$ cat config.mk
export PLATFORM = sky130hd
export DESIGN_NAME = qnet_cmd_proc
export DESIGN_NICKNAME = d
export VERILOG_FILES = /design/src/source/qnet_pkg.sv /design/src/source/qnet_cmd_exec.sv /design/src/source/qnet_cmd_intake.sv /design/src/source/qnet_cmd_proc.sv /design/src/source/qnet_tx_hold.sv
export SDC_FILE = /design/constraint.sdc
export NUM_CORES = 1
export LEC_CHECK = 0
export BUFFER_PORTS_ARGS = -buffer_cell sky130_fd_sc_hd__buf_4
export CAP_MARGIN = 10
export CORE_ASPECT_RATIO = 1.75
export CORE_MARGIN = 5
export CORE_UTILIZATION = 45
export CTS_CLUSTER_DIAMETER = 40
export CTS_CLUSTER_SIZE = 28
export DETAILED_ROUTE_END_ITERATION = 6
export PLACE_DENSITY = 0.78
export SYNTH_ARGS = -nofsm -noshare
export SYNTH_HDL_FRONTEND = slang
export SYNTH_SLANG_ARGS = --single-unit
$ cat constraint.sdc
create_clock -name t_clk_i -period 18.3 [get_ports t_clk_i]
set_input_delay 5.49 -clock t_clk_i [delete_from_list [all_inputs] [get_ports t_clk_i]]
set_output_delay 5.49 -clock t_clk_i [all_outputs]
set_load 0.01 [all_outputs]
$ cat src/source/qnet_pkg.sv
package qnet_pkg;

   ////////////////////////////////////////
   // Header layout

   localparam int DT_W      = 32;
   localparam int NODE_ID_W = 10;
   localparam int OPC_W     = 5;
   localparam int TYPE_W    = 2;
   localparam int FLG_W     = 3;            // Flags only pass through
   localparam int HDR_DAT_W = 24;

   // Fields stacked from bit 0 upwards
   localparam int HDR_DAT_LSB  = 0;
   localparam int HDR_STEP_LSB = HDR_DAT_LSB + HDR_DAT_W;      // 24
   localparam int HDR_SRC_LSB  = HDR_STEP_LSB + NODE_ID_W;     // 34
   localparam int HDR_DST_LSB  = HDR_SRC_LSB + NODE_ID_W;      // 44
   localparam int HDR_FLG_LSB  = HDR_DST_LSB + NODE_ID_W;      // 54
   localparam int HDR_OPC_LSB  = HDR_FLG_LSB + FLG_W;          // 57
   localparam int HDR_TYPE_LSB = HDR_OPC_LSB + OPC_W;          // 62
   localparam int HDR_W        = HDR_TYPE_LSB + TYPE_W;        // 64

   // Node ID carried in the low bits of the header data
   localparam int HDR_NID_LSB = HDR_DAT_LSB;

   ////////////////////////////////////////
   // Encodings

   typedef enum logic [OPC_W-1:0] {
      OPC_GET_NET  = 5'b00001,
      OPC_SET_NET  = 5'b00010,
      OPC_SYNC1    = 5'b01000,
      OPC_UPDT_OFF = 5'b01101,
      OPC_SET_DT   = 5'b01110
   } qnet_opc_e;

   // Node parameter written in the tick cycle
   typedef enum logic [2:0] {
      P_NONE = 3'd0,
      P_ID   = 3'd1,
      P_NN   = 3'd2,
      P_OFF  = 3'd3,
      P_DT   = 3'd4
   } param_sel_e;

   typedef enum logic [1:0] {
      I_NOT_READY = 2'd0,
      I_IDLE      = 2'd1,
      I_BUSY      = 2'd2,
      I_WAIT_NREQ = 2'd3
   } intake_st_e;

   typedef enum logic [1:0] {
      X_IDLE      = 2'd0,
      X_WAIT_TICK = 2'd1,
      X_ERROR     = 2'd2,
      X_WAIT_TX   = 2'd3
   } exec_st_e;

   ////////////////////////////////////////
   // Timeout

   localparam int TIMEOUT_TICKS = 512;
   localparam int TO_CNT_W      = $clog2(TIMEOUT_TICKS + 1);

endpackage

$ cat src/source/qnet_cmd_exec.sv
`timescale 1ns/1ns

module qnet_cmd_exec (
   input  logic                           t_clk_i,
   input  logic                           t_rst_ni,
   input  logic                           t_ready_i,
   input  logic                           cmd_start_i,
   input  logic                           cmd_net_i,
   input  logic                           abort_i,
   input  logic [qnet_pkg::HDR_W-1:0]     cmd_header_i,
   input  logic [qnet_pkg::DT_W-1:0]      cmd_dt0_i,
   input  logic [qnet_pkg::DT_W-1:0]      cmd_dt1_i,
   input  logic [qnet_pkg::NODE_ID_W-1:0] node_id_i,
   input  logic [qnet_pkg::DT_W-1:0]      t_link_i,
   input  logic                           tx_done_i,
   output logic                           cmd_done_o,
   output logic                           cmd_error_o,
   output qnet_pkg::param_sel_e           param_we_o,
   output logic [qnet_pkg::DT_W-1:0]      param_dt_o,
   output logic                           time_reset_o,
   output logic                           time_init_o,
   output logic                           time_updt_o,
   output logic                           tx_load_o,
   output logic [qnet_pkg::HDR_W-1:0]     tx_header_o,
   output logic [qnet_pkg::DT_W-1:0]      tx_dt0_o,
   output logic [qnet_pkg::DT_W-1:0]      tx_dt1_o
);
   import qnet_pkg::*;

   exec_st_e         st_q;
   exec_st_e         st_d;
   logic [OPC_W-1:0] opc_raw;
   logic             opc_legal;
   qnet_opc_e        opc_q;
   logic             net_q;         // Command came from the network
   logic             fire;          // Tick cycle of a legal command

   ////////////////////////////////////////
   // Decode

   assign opc_raw = cmd_header_i[HDR_OPC_LSB +: OPC_W];

   always_comb begin
      case (opc_raw)
         OPC_GET_NET, OPC_SET_NET, OPC_SYNC1, OPC_UPDT_OFF, OPC_SET_DT: opc_legal = 1'b1;
         default: opc_legal = 1'b0;
      endcase
   end

   always_ff @(posedge t_clk_i) begin
      if (st_q == X_IDLE && cmd_start_i) begin
         opc_q <= qnet_opc_e'(opc_raw);
         net_q <= cmd_net_i;
      end
   end

   ////////////////////////////////////////
   // FSM

   always_comb begin
      st_d = st_q;
      case (st_q)
         X_IDLE: begin
            if (cmd_start_i) begin
               if (opc_legal) st_d = X_WAIT_TICK;
               else           st_d = X_ERROR;
            end
         end
         X_WAIT_TICK: if (t_ready_i) st_d = X_WAIT_TX;
         X_ERROR:     st_d = X_IDLE;         // One cycle only
         X_WAIT_TX:   if (tx_done_i) st_d = X_IDLE;
         default:     st_d = X_IDLE;
      endcase
      if (abort_i) st_d = X_IDLE;
   end

   always_ff @(posedge t_clk_i or negedge t_rst_ni) begin
      if (!t_rst_ni) begin
         st_q       <= X_IDLE;
         cmd_done_o <= 1'b0;
      end else begin
         st_q       <= st_d;
         cmd_done_o <= ~abort_i & ((st_q == X_WAIT_TX && tx_done_i) || st_q == X_ERROR);
      end
   end

   assign cmd_error_o = (st_q == X_ERROR);
   assign fire        = (st_q == X_WAIT_TICK) && t_ready_i && !abort_i;

   ////////////////////////////////////////
   // Tick-cycle actions

   always_comb begin
      param_we_o   = P_NONE;
      param_dt_o   = DT_W'(node_id_i);   // Idle value echoes the node ID
      time_reset_o = 1'b0;
      time_init_o  = 1'b0;
      time_updt_o  = 1'b0;
      tx_load_o    = fire;
      tx_header_o  = cmd_header_i;
      tx_dt0_o     = cmd_dt0_i;
      tx_dt1_o     = cmd_dt1_i;
      if (fire) begin
         if (!net_q) begin
            case (opc_q)
               OPC_GET_NET: begin
                  tx_dt0_o     = '0;
                  tx_dt1_o     = '0;
                  param_we_o   = P_ID;
                  param_dt_o   = DT_W'(1);    // Origin node takes ID 1
                  time_reset_o = 1'b1;
               end
               OPC_SET_NET, OPC_SYNC1: begin
                  tx_dt0_o     = t_link_i;
                  tx_dt1_o     = '0;
                  time_reset_o = 1'b1;
               end
               default: ;                     // Sent as received
            endcase
         end else begin
            case (opc_q)
               OPC_GET_NET: begin
                  tx_header_o = cmd_header_i + HDR_W'(1);   // Next node gets ID + 1
                  tx_dt0_o    = '0;
                  tx_dt1_o    = '0;
                  param_we_o  = P_ID;
                  param_dt_o  = DT_W'(cmd_header_i[HDR_NID_LSB +: NODE_ID_W]);
               end
               OPC_SET_NET: begin
                  param_we_o = P_NN;
                  param_dt_o = DT_W'(cmd_header_i[HDR_NID_LSB +: NODE_ID_W]);
               end
               OPC_SYNC1: begin
                  tx_dt0_o    = cmd_dt0_i + t_link_i;   // Accumulate link delay
                  tx_dt1_o    = '0;
                  param_we_o  = P_OFF;
                  param_dt_o  = cmd_dt0_i + cmd_dt1_i;
                  time_init_o = 1'b1;
               end
               OPC_UPDT_OFF: begin
                  param_we_o  = P_OFF;
                  param_dt_o  = cmd_dt0_i;
                  time_updt_o = 1'b1;
               end
               OPC_SET_DT: begin
                  param_we_o = P_DT;
                  param_dt_o = cmd_dt0_i;
               end
               default: ;
            endcase
         end
      end
   end

endmodule

$ cat src/source/qnet_cmd_intake.sv
`timescale 1ns/1ns

module qnet_cmd_intake (
   input  logic t_clk_i,
   input  logic t_rst_ni,
   input  logic link_ready_i,
   input  logic t_ready_i,         // Time-base tick
   input  logic loc_cmd_req_i,
   input  logic net_cmd_req_i,
   input  logic cmd_done_i,
   output logic loc_cmd_ack_o,
   output logic net_cmd_ack_o,
   output logic c_ready_o,
   output logic cmd_start_o,
   output logic cmd_net_o,         // Source of the started command
   output logic abort_o
);
   import qnet_pkg::*;

   intake_st_e          st_q;
   intake_st_e          st_d;
   logic [TO_CNT_W-1:0] to_cnt_q;
   logic                time_out;
   logic                fault;
   logic                grant_loc;
   logic                grant_net;
   logic                req_gone;

   assign time_out = (to_cnt_q == TO_CNT_W'(TIMEOUT_TICKS));
   assign fault    = ~link_ready_i | time_out;

   // Local request wins over the network
   always_comb begin
      st_d      = st_q;
      grant_loc = 1'b0;
      grant_net = 1'b0;
      req_gone  = 1'b0;
      case (st_q)
         I_NOT_READY: if (link_ready_i) st_d = I_IDLE;
         I_IDLE: begin
            if (loc_cmd_req_i) begin
               grant_loc = 1'b1;
               st_d      = I_BUSY;
            end else if (net_cmd_req_i) begin
               grant_net = 1'b1;
               st_d      = I_BUSY;
            end
         end
         I_BUSY:      if (cmd_done_i) st_d = I_WAIT_NREQ;
         I_WAIT_NREQ: begin
            req_gone = loc_cmd_ack_o ? ~loc_cmd_req_i : ~net_cmd_req_i;
            if (req_gone) st_d = I_IDLE;
         end
         default:     st_d = I_NOT_READY;
      endcase
      if (fault) st_d = I_NOT_READY;   // Link loss or timeout overrides all
   end

   always_ff @(posedge t_clk_i or negedge t_rst_ni) begin
      if (!t_rst_ni) begin
         st_q          <= I_NOT_READY;
         loc_cmd_ack_o <= 1'b0;
         net_cmd_ack_o <= 1'b0;
         cmd_start_o   <= 1'b0;
         cmd_net_o     <= 1'b0;
         abort_o       <= 1'b0;
         to_cnt_q      <= '0;
      end else begin
         st_q        <= st_d;
         cmd_start_o <= ~fault & (grant_loc | grant_net);
         cmd_net_o   <= ~fault & grant_net;
         abort_o     <= fault & (st_q != I_NOT_READY);
         if (fault || req_gone) begin
            loc_cmd_ack_o <= 1'b0;
            net_cmd_ack_o <= 1'b0;
         end else begin
            if (grant_loc) loc_cmd_ack_o <= 1'b1;
            if (grant_net) net_cmd_ack_o <= 1'b1;
         end
         // Ticks counted only while a command is in flight
         if (!fault && (st_q == I_BUSY || st_q == I_WAIT_NREQ)) begin
            if (t_ready_i) to_cnt_q <= to_cnt_q + 1'b1;
         end else begin
            to_cnt_q <= '0;
         end
      end
   end

   assign c_ready_o = (st_q == I_IDLE);

endmodule

$ cat src/source/qnet_cmd_proc.sv
`timescale 1ns/1ns

module qnet_cmd_proc (
   input  logic                           t_clk_i,
   input  logic                           t_rst_ni,
   input  logic                           link_ready_i,
   input  logic                           t_ready_i,
   input  logic [qnet_pkg::NODE_ID_W-1:0] node_id_i,
   input  logic [qnet_pkg::DT_W-1:0]      t_link_i,
   input  logic                           loc_cmd_req_i,
   input  logic                           net_cmd_req_i,
   input  logic [qnet_pkg::HDR_W-1:0]     cmd_header_i,
   input  logic [qnet_pkg::DT_W-1:0]      cmd_dt0_i,
   input  logic [qnet_pkg::DT_W-1:0]      cmd_dt1_i,
   output logic                           loc_cmd_ack_o,
   output logic                           net_cmd_ack_o,
   output logic                           c_ready_o,
   output logic                           cmd_error_o,
   output qnet_pkg::param_sel_e           param_we_o,
   output logic [qnet_pkg::DT_W-1:0]      param_dt_o,
   output logic                           time_reset_o,
   output logic                           time_init_o,
   output logic                           time_updt_o,
   output logic                           tx_req_o,
   output logic [qnet_pkg::HDR_W-1:0]     tx_header_o,
   output logic [qnet_pkg::DT_W-1:0]      tx_dt0_o,
   output logic [qnet_pkg::DT_W-1:0]      tx_dt1_o,
   input  logic                           tx_ack_i
);
   import qnet_pkg::*;

   logic             cmd_start;
   logic             cmd_net;
   logic             cmd_done;
   logic             abort;          // Also flushes the holding register
   logic             tx_load;
   logic [HDR_W-1:0] tx_header;
   logic [DT_W-1:0]  tx_dt0;
   logic [DT_W-1:0]  tx_dt1;
   logic             tx_done;

   ////////////////////////////////////////
   // Request side

   qnet_cmd_intake u_intake (
      .t_clk_i       (t_clk_i),
      .t_rst_ni      (t_rst_ni),
      .link_ready_i  (link_ready_i),
      .t_ready_i     (t_ready_i),
      .loc_cmd_req_i (loc_cmd_req_i),
      .net_cmd_req_i (net_cmd_req_i),
      .cmd_done_i    (cmd_done),
      .loc_cmd_ack_o (loc_cmd_ack_o),
      .net_cmd_ack_o (net_cmd_ack_o),
      .c_ready_o     (c_ready_o),
      .cmd_start_o   (cmd_start),
      .cmd_net_o     (cmd_net),
      .abort_o       (abort)
   );

   ////////////////////////////////////////
   // Execution and transmit holding

   qnet_cmd_exec u_exec (
      .t_clk_i      (t_clk_i),
      .t_rst_ni     (t_rst_ni),
      .t_ready_i    (t_ready_i),
      .cmd_start_i  (cmd_start),
      .cmd_net_i    (cmd_net),
      .abort_i      (abort),
      .cmd_header_i (cmd_header_i),
      .cmd_dt0_i    (cmd_dt0_i),
      .cmd_dt1_i    (cmd_dt1_i),
      .node_id_i    (node_id_i),
      .t_link_i     (t_link_i),
      .tx_done_i    (tx_done),
      .cmd_done_o   (cmd_done),
      .cmd_error_o  (cmd_error_o),
      .param_we_o   (param_we_o),
      .param_dt_o   (param_dt_o),
      .time_reset_o (time_reset_o),
      .time_init_o  (time_init_o),
      .time_updt_o  (time_updt_o),
      .tx_load_o    (tx_load),
      .tx_header_o  (tx_header),
      .tx_dt0_o     (tx_dt0),
      .tx_dt1_o     (tx_dt1)
   );

   qnet_tx_hold u_tx (
      .t_clk_i     (t_clk_i),
      .t_rst_ni    (t_rst_ni),
      .tx_load_i   (tx_load),
      .flush_i     (abort),
      .tx_header_i (tx_header),
      .tx_dt0_i    (tx_dt0),
      .tx_dt1_i    (tx_dt1),
      .tx_ack_i    (tx_ack_i),
      .tx_req_o    (tx_req_o),
      .tx_header_o (tx_header_o),
      .tx_dt0_o    (tx_dt0_o),
      .tx_dt1_o    (tx_dt1_o),
      .tx_done_o   (tx_done)
   );

endmodule

$ cat src/source/qnet_tx_hold.sv
`timescale 1ns/1ns

module qnet_tx_hold (
   input  logic                       t_clk_i,
   input  logic                       t_rst_ni,
   input  logic                       tx_load_i,
   input  logic                       flush_i,
   input  logic [qnet_pkg::HDR_W-1:0] tx_header_i,
   input  logic [qnet_pkg::DT_W-1:0]  tx_dt0_i,
   input  logic [qnet_pkg::DT_W-1:0]  tx_dt1_i,
   input  logic                       tx_ack_i,
   output logic                       tx_req_o,
   output logic [qnet_pkg::HDR_W-1:0] tx_header_o,
   output logic [qnet_pkg::DT_W-1:0]  tx_dt0_o,
   output logic [qnet_pkg::DT_W-1:0]  tx_dt1_o,
   output logic                       tx_done_o
);

   // Link takes the command in this cycle
   assign tx_done_o = tx_req_o & tx_ack_i;

   always_ff @(posedge t_clk_i or negedge t_rst_ni) begin
      if (!t_rst_ni) begin
         tx_req_o <= 1'b0;
      end else begin
         if (flush_i)        tx_req_o <= 1'b0;
         else if (tx_load_i) tx_req_o <= 1'b1;
         else if (tx_done_o) tx_req_o <= 1'b0;
      end
   end

   // Held stable through back-pressure
   always_ff @(posedge t_clk_i) begin
      if (tx_load_i) begin
         tx_header_o <= tx_header_i;
         tx_dt0_o    <= tx_dt0_i;
         tx_dt1_o    <= tx_dt1_i;
      end
   end

endmodule

Word level (Yosys, flattened, before mapping)
Cells that the tools add are included.
{"block": "totals", "latchBits": 0, "mem_count": 0, "rom_bits": 0, "ramBits": 0, "reg_bits": 155, "out_inout_bits": 171, "word_cells": 136, "input_bits": 177}
{"block": "classes", "reduce_logical": 25, "mux": 55, "shift": 0, "bitwise": 12, "div": 0, "n_lt_le_gt_ge": 0, "n_mul": 0, "eq_ne": 25, "add_sub_neg": 4}
{"operator": "$mux W32", "count": 6}
{"operator": "$mux W64", "count": 2}
{"operator": "$pmux W32 S2", "count": 2}
{"operator": "$pmux W32 S3", "count": 1}
{"operator": "$add A32 B32 Y32", "count": 2}
{"operator": "$add A64 B1 Y64 const B", "count": 1}
{"operator": "$eq A5 B4 Y1 const B", "count": 6}
{"operator": "$mux W10", "count": 3}
{"operator": "$mux W1", "count": 25}
{"operator": "$mux W2", "count": 11}
{"operator": "$pmux W2 S4", "count": 2}
{"operator": "$pmux W3 S4", "count": 1}
{"operator": "$add A10 B1 Y10 const B", "count": 1}
{"operator": "$eq A10 B10 Y1 const B", "count": 1}
{"operator": "$eq A5 B1 Y1 const B", "count": 2}
{"operator": "$eq A5 B2 Y1 const B", "count": 2}
{"operator": "$reduce_or A2 Y1", "count": 5}
{"operator": "$eq A2 B2 Y1 const B", "count": 4}
{"operator": "$mux W3", "count": 2}
{"operator": "$ne A3 B1 Y1 const B", "count": 2}
{"operator": "$ne A3 B2 Y1 const B", "count": 2}
{"operator": "$ne A3 B3 Y1 const B", "count": 2}
{"operator": "$reduce_bool A2 Y1", "count": 3}
{"operator": "$and A1 B1 Y1", "count": 5}
{"operator": "14 further kinds", "count": 28}

Depth between registers and ports, before layout
{"block": "logic_depth", "depth_word": 7, "depth_mapped": 12, "depth_no_buf": 12}

By module
From an unflattened synthesis, not the netlist that was laid out.
{"block": "unflattened", "cells_unflattened": 1179, "area_unflattened_um2": 11240.8}
{"mod": "qnet_cmd_exec", "area_each_um2": 6434.9, "cells_per_inst": 959, "n_inst": 1, "seq_area_each_um2": 255.2}
{"mod": "qnet_tx_hold", "area_each_um2": 3895.0, "cells_per_inst": 133, "n_inst": 1, "seq_area_each_um2": 3868.7}
{"mod": "qnet_cmd_intake", "area_each_um2": 910.9, "cells_per_inst": 87, "n_inst": 1, "seq_area_each_um2": 425.4}

Worst setup path after synthesis
OpenSTA, ideal clock, no wires.
{"block": "synth_timing", "path_type": "input port to output port", "start": "in t_ready_i", "end": "out param_dt_o[13] in the netlist's numbering", "cell_stages": 8, "setup_slack_ps": 1252, "arrival_ps": 11558, "path_buffers": 3, "required_ps": 12810, "path_cell_list": "clkbuf_1 nor4bb_1 clkbuf_1 nand2_1 a21oi_1 nand2_1 clkbuf_1 o21ai_0"}
{"block": "synth_via", "elab_chain_cells": 3}
{"item": "start, declared", "line_no": "qnet_cmd_proc.sv:7", "text": "input logic t_ready_i,"}
{"item": "$logic_and A1 B1 Y1 (2 in a row)", "line_no": "qnet_cmd_exec.sv:88", "text": "assign fire = (st_q == X_WAIT_TICK) && t_ready_i && !abort_i;"}
{"item": "named net tx_load", "line_no": "qnet_cmd_proc.sv:36", "text": "logic tx_load;"}
{"item": "$mux W32", "line_no": "qnet_cmd_exec.sv:103", "text": "if (fire) begin"}
{"item": "end, declared", "line_no": "qnet_cmd_proc.sv:20", "text": "output logic [qnet_pkg::DT_W-1:0] param_dt_o,"}
The timed path passes the listed nets, and every way through them passes these cells.

Worst setup path after layout
{"block": "layout_timing", "start": "in t_ready_i", "end": "out param_dt_o[28] in the netlist's numbering"}
{"block": "layout_via", "elab_chain_cells": 3}
{"item": "$logic_and A1 B1 Y1 (2 in a row)", "line_no": "qnet_cmd_exec.sv:88"}
{"item": "$mux W32", "line_no": "qnet_cmd_exec.sv:103"}
No other way between the ends.

==> impl_metrics.tcl <==
set metrics [dict create \
    clk_pin_slew_worst_paths_ns 0.07 \
    timing.fmax_ghz 0.0713 \
    diodes 0 \
    ctsHoldBuffers 0 \
    wire_per_inst_um 22.6 \
    cap_violations 0 \
    hold_path_end "u_exec.net_q" \
    yosysMostFrequentCell "edfxtp_1" \
    reg2reg_slack_ns 14.98 \
    ys_top_cells_by_area "edfxtp_1 36%, ha_1 7.6%, xnor2_1 6.0%, dfrtp_1 4.6%, a21oi_1 3.9%" \
    synth_cell_type_count 77 \
    worst_ep_arrival_time_ns 8.54 \
    syn-cell-area_um2 11300 \
    grt_pass1_vias 10900 \
    layout-drive-gt1-share_pct 28.2 \
    drc_errors 0 \
    cts_buffers 17 \
    pwr_density_cell_nw_per_um2 73.9 \
    r2r-end "u_tx.tx_header_o[47]" \
    core_um2 24700 \
    syn_area_per_cell_um2 9.76 \
    dieWidth_um 130 \
    rsz0062_at_grt "no" \
    min_path_type "reg -> reg" \
    hpwlAfterDp_um 32200 \
    yosysTopAreaCell "edfxtp_1" \
    syn_to_final_growth_pct 30.5 \
    fin_util_pct 59.7 \
    synth_top_area_share_pct 35.6 \
    layout.nets 1727 \
    core.rowCount 76 \
    worstSetupPathType "in -> out" \
    placed_area_um2 14200 \
    antenna_found_initial 0 \
    hold_viol 0 \
    chipHeight_um 220 \
    root_buffer "clkbuf_16" \
    synth_nets 1406 \
    yosys-top-cells-count "134 x edfxtp_1, 88 x a21oi_1, 87 x nand2_1" \
    portBuffers 347 \
    grt_max_degree 134 \
    endpoint_kind "output port" \
    htree_num_levels 4 \
    worstMarginPinSlew_ns 1.11 \
    grt_use_total_pct 28.2 \
    clkLatencyLatePin_ns 0.45 \
    drtAntennaViolNets 0 \
    maxSlewViolCount 0 \
    holdCritStartpoint "u_intake.cmd_net_o" \
    postSynth.asyncResetShare_pct 13.5 \
    setup_viol 0 \
    ys_seq_elements 155 \
    relSlewSlack_pct 25.2 \
    clockBufferDepth 2 \
    place.gp.congestion 0.957 \
    cp-start-kind "input pin" \
    finClkSkew_ns 0.0102 \
    status "complete, no violations" \
    ys_seq_area_share_pct 40.3 \
    r2r_start "u_exec.opc_q[1]" \
    setup_tns_ns 0 \
    clock-sinks 155 \
    p_leak_nw 6.05 \
    synth_ff_type "edfxtp_1" \
    grt_pass1_wl_um 61100 \
    synth-edff-count 134 \
    cts_setup_buffers 0 \
    cts_resized 0 \
    ir_drop_v 0.0000590 \
    crit_required_ns 12.81 \
    power_w 0.00109 \
    routed_via_density 5.93 \
    cts_tree "built" \
    dr.pass1.iters 5 \
    rr_worst_depth 8 \
    synth_warnings 0 \
    crit_fanout 133 \
    via_count 10700 \
    fin_crit_ns 14.03 \
    hold_depth 0 \
    wl_um 40800 \
    pin_count 348 \
    initial_utilization_pct 45.7 \
    grt-ovfl-total 0 \
    finalCritPeriodShare_pct 76.7 \
    drtIter0Drc 715 \
    final_area_um2 14800 \
    dieArea_um2 28500 \
    synthesis.instances 1158 \
]
## per-stage QoR
stage,worst slack (ns),hold slack (ns),cells
after floorplan,1.25,0.401,1158
after global placement,4.33,0.443,1772
after detailed placement,4.29,0.406,1772
after CTS,4.28,0.450,1804
after global routing,4.05,0.471,1804
final,4.27,0.438,1804
## where the power goes
| part | leakage, nW | total, W | internal (W) | switching (W) |
|---|---|---|---|---|
| sequential | 1.50 | 0.000430 | 0.000415 | 0.0000154 |
| combinational | 4.27 | 0.000307 | 0.000134 | 0.000172 |
| clock | 0.284 | 0.000353 | 0.000189 | 0.000164 |
## cell usage in the layout, fill, tap and decap left out, types with 12 or more instances in the layout
cell	instances
dfrtp_1	21
buf_4	356
ha_1	69
nand3_1	37
and2_1	42
nand2_1	87
a21oi_1	88
clkbuf_16	18
inv_1	29
a221oi_1	35
nand4_1	21
nor3_1	20
a21o_1	35
xor2_1	46
a31oi_1	12
nor2b_1	16
xnor2_1	78
a22oi_1	27
nor2_1	71
and3_1	14
edfxtp_1	134
o21ai_0	65
nand2b_1	19
## flip-flops by register name (all words and copies together) (netlist names), 2 cells and up
name               count
u_exec.opc_q           5
u_tx.tx_dt1_o         32
u_tx.tx_header_o      64
u_intake.st_q          2
u_intake.to_cnt_q     10
u_exec.st_q            2
u_tx.tx_dt0_o         32
## cell families (layout without fill, tap and decap cells)
kind of cell | count (synthesis) | after routing | share of synthesized area (%)
multiplexers | 8 | 8 | 0.753
flip-flops | 155 | 155 | 40.3
AND/OR/NAND/NOR | 372 | 372 | 17.3
AO/OA/AOI/OAI | 344 | 344 | 21.1
adder cells (fa/ha/maj) | 71 | 71 | 7.99
buffers and inverters | 84 | 418 | 2.99
XOR/XNOR | 124 | 124 | 9.61
## worst max-delay path: stages
cell and delay [ns]:
buf_4 0.13, nor4bb_4 0.35, buf_12 0.59, nand2_1 0.36, a21o_1 0.49, nor2_1 0.55
and3_1 0.24, mux2i_1 0.07, nand2_1 0.09, buf_4 0.12
## layout make-up
type | count | area, um2
tap | 312 | 390
multi-input combinational | 919 | 6440
clock inverter | 13 | 104
timing repair buffer | 357 | 2690
sequential | 155 | 4550
clock buffer | 19 | 464
inverter | 29 | 109
fill | 2165 | 9970
## layer usage
layer | vias to the layer above | GRT usage (%) | share of wire (%)
li1 | 5022 | - | -
met1 | 5113 | 29.4 | 34
met2 | 484 | 51.6 | 53
met3 | 84 | 8.61 | 9.1
met4 | 0 | 11.8 | 3.9
met5 | - | 0 | 0
## worst max path at each step
stage / endpoint / slack [ns] / depth (start not counted) / start
after floorplan: param_dt_o[13] / 1.25 / 8 / t_ready_i
after global placement: param_dt_o[28] / 4.33 / 10 / t_ready_i
after detailed placement: param_dt_o[28] / 4.29 / 10 / t_ready_i
after CTS: param_dt_o[28] / 4.28 / 10 / t_ready_i
after global routing: param_dt_o[28] / 4.05 / 10 / t_ready_i
final: param_dt_o[28] / 4.27 / 10 / t_ready_i
Power figures use the tool's default switching activity.
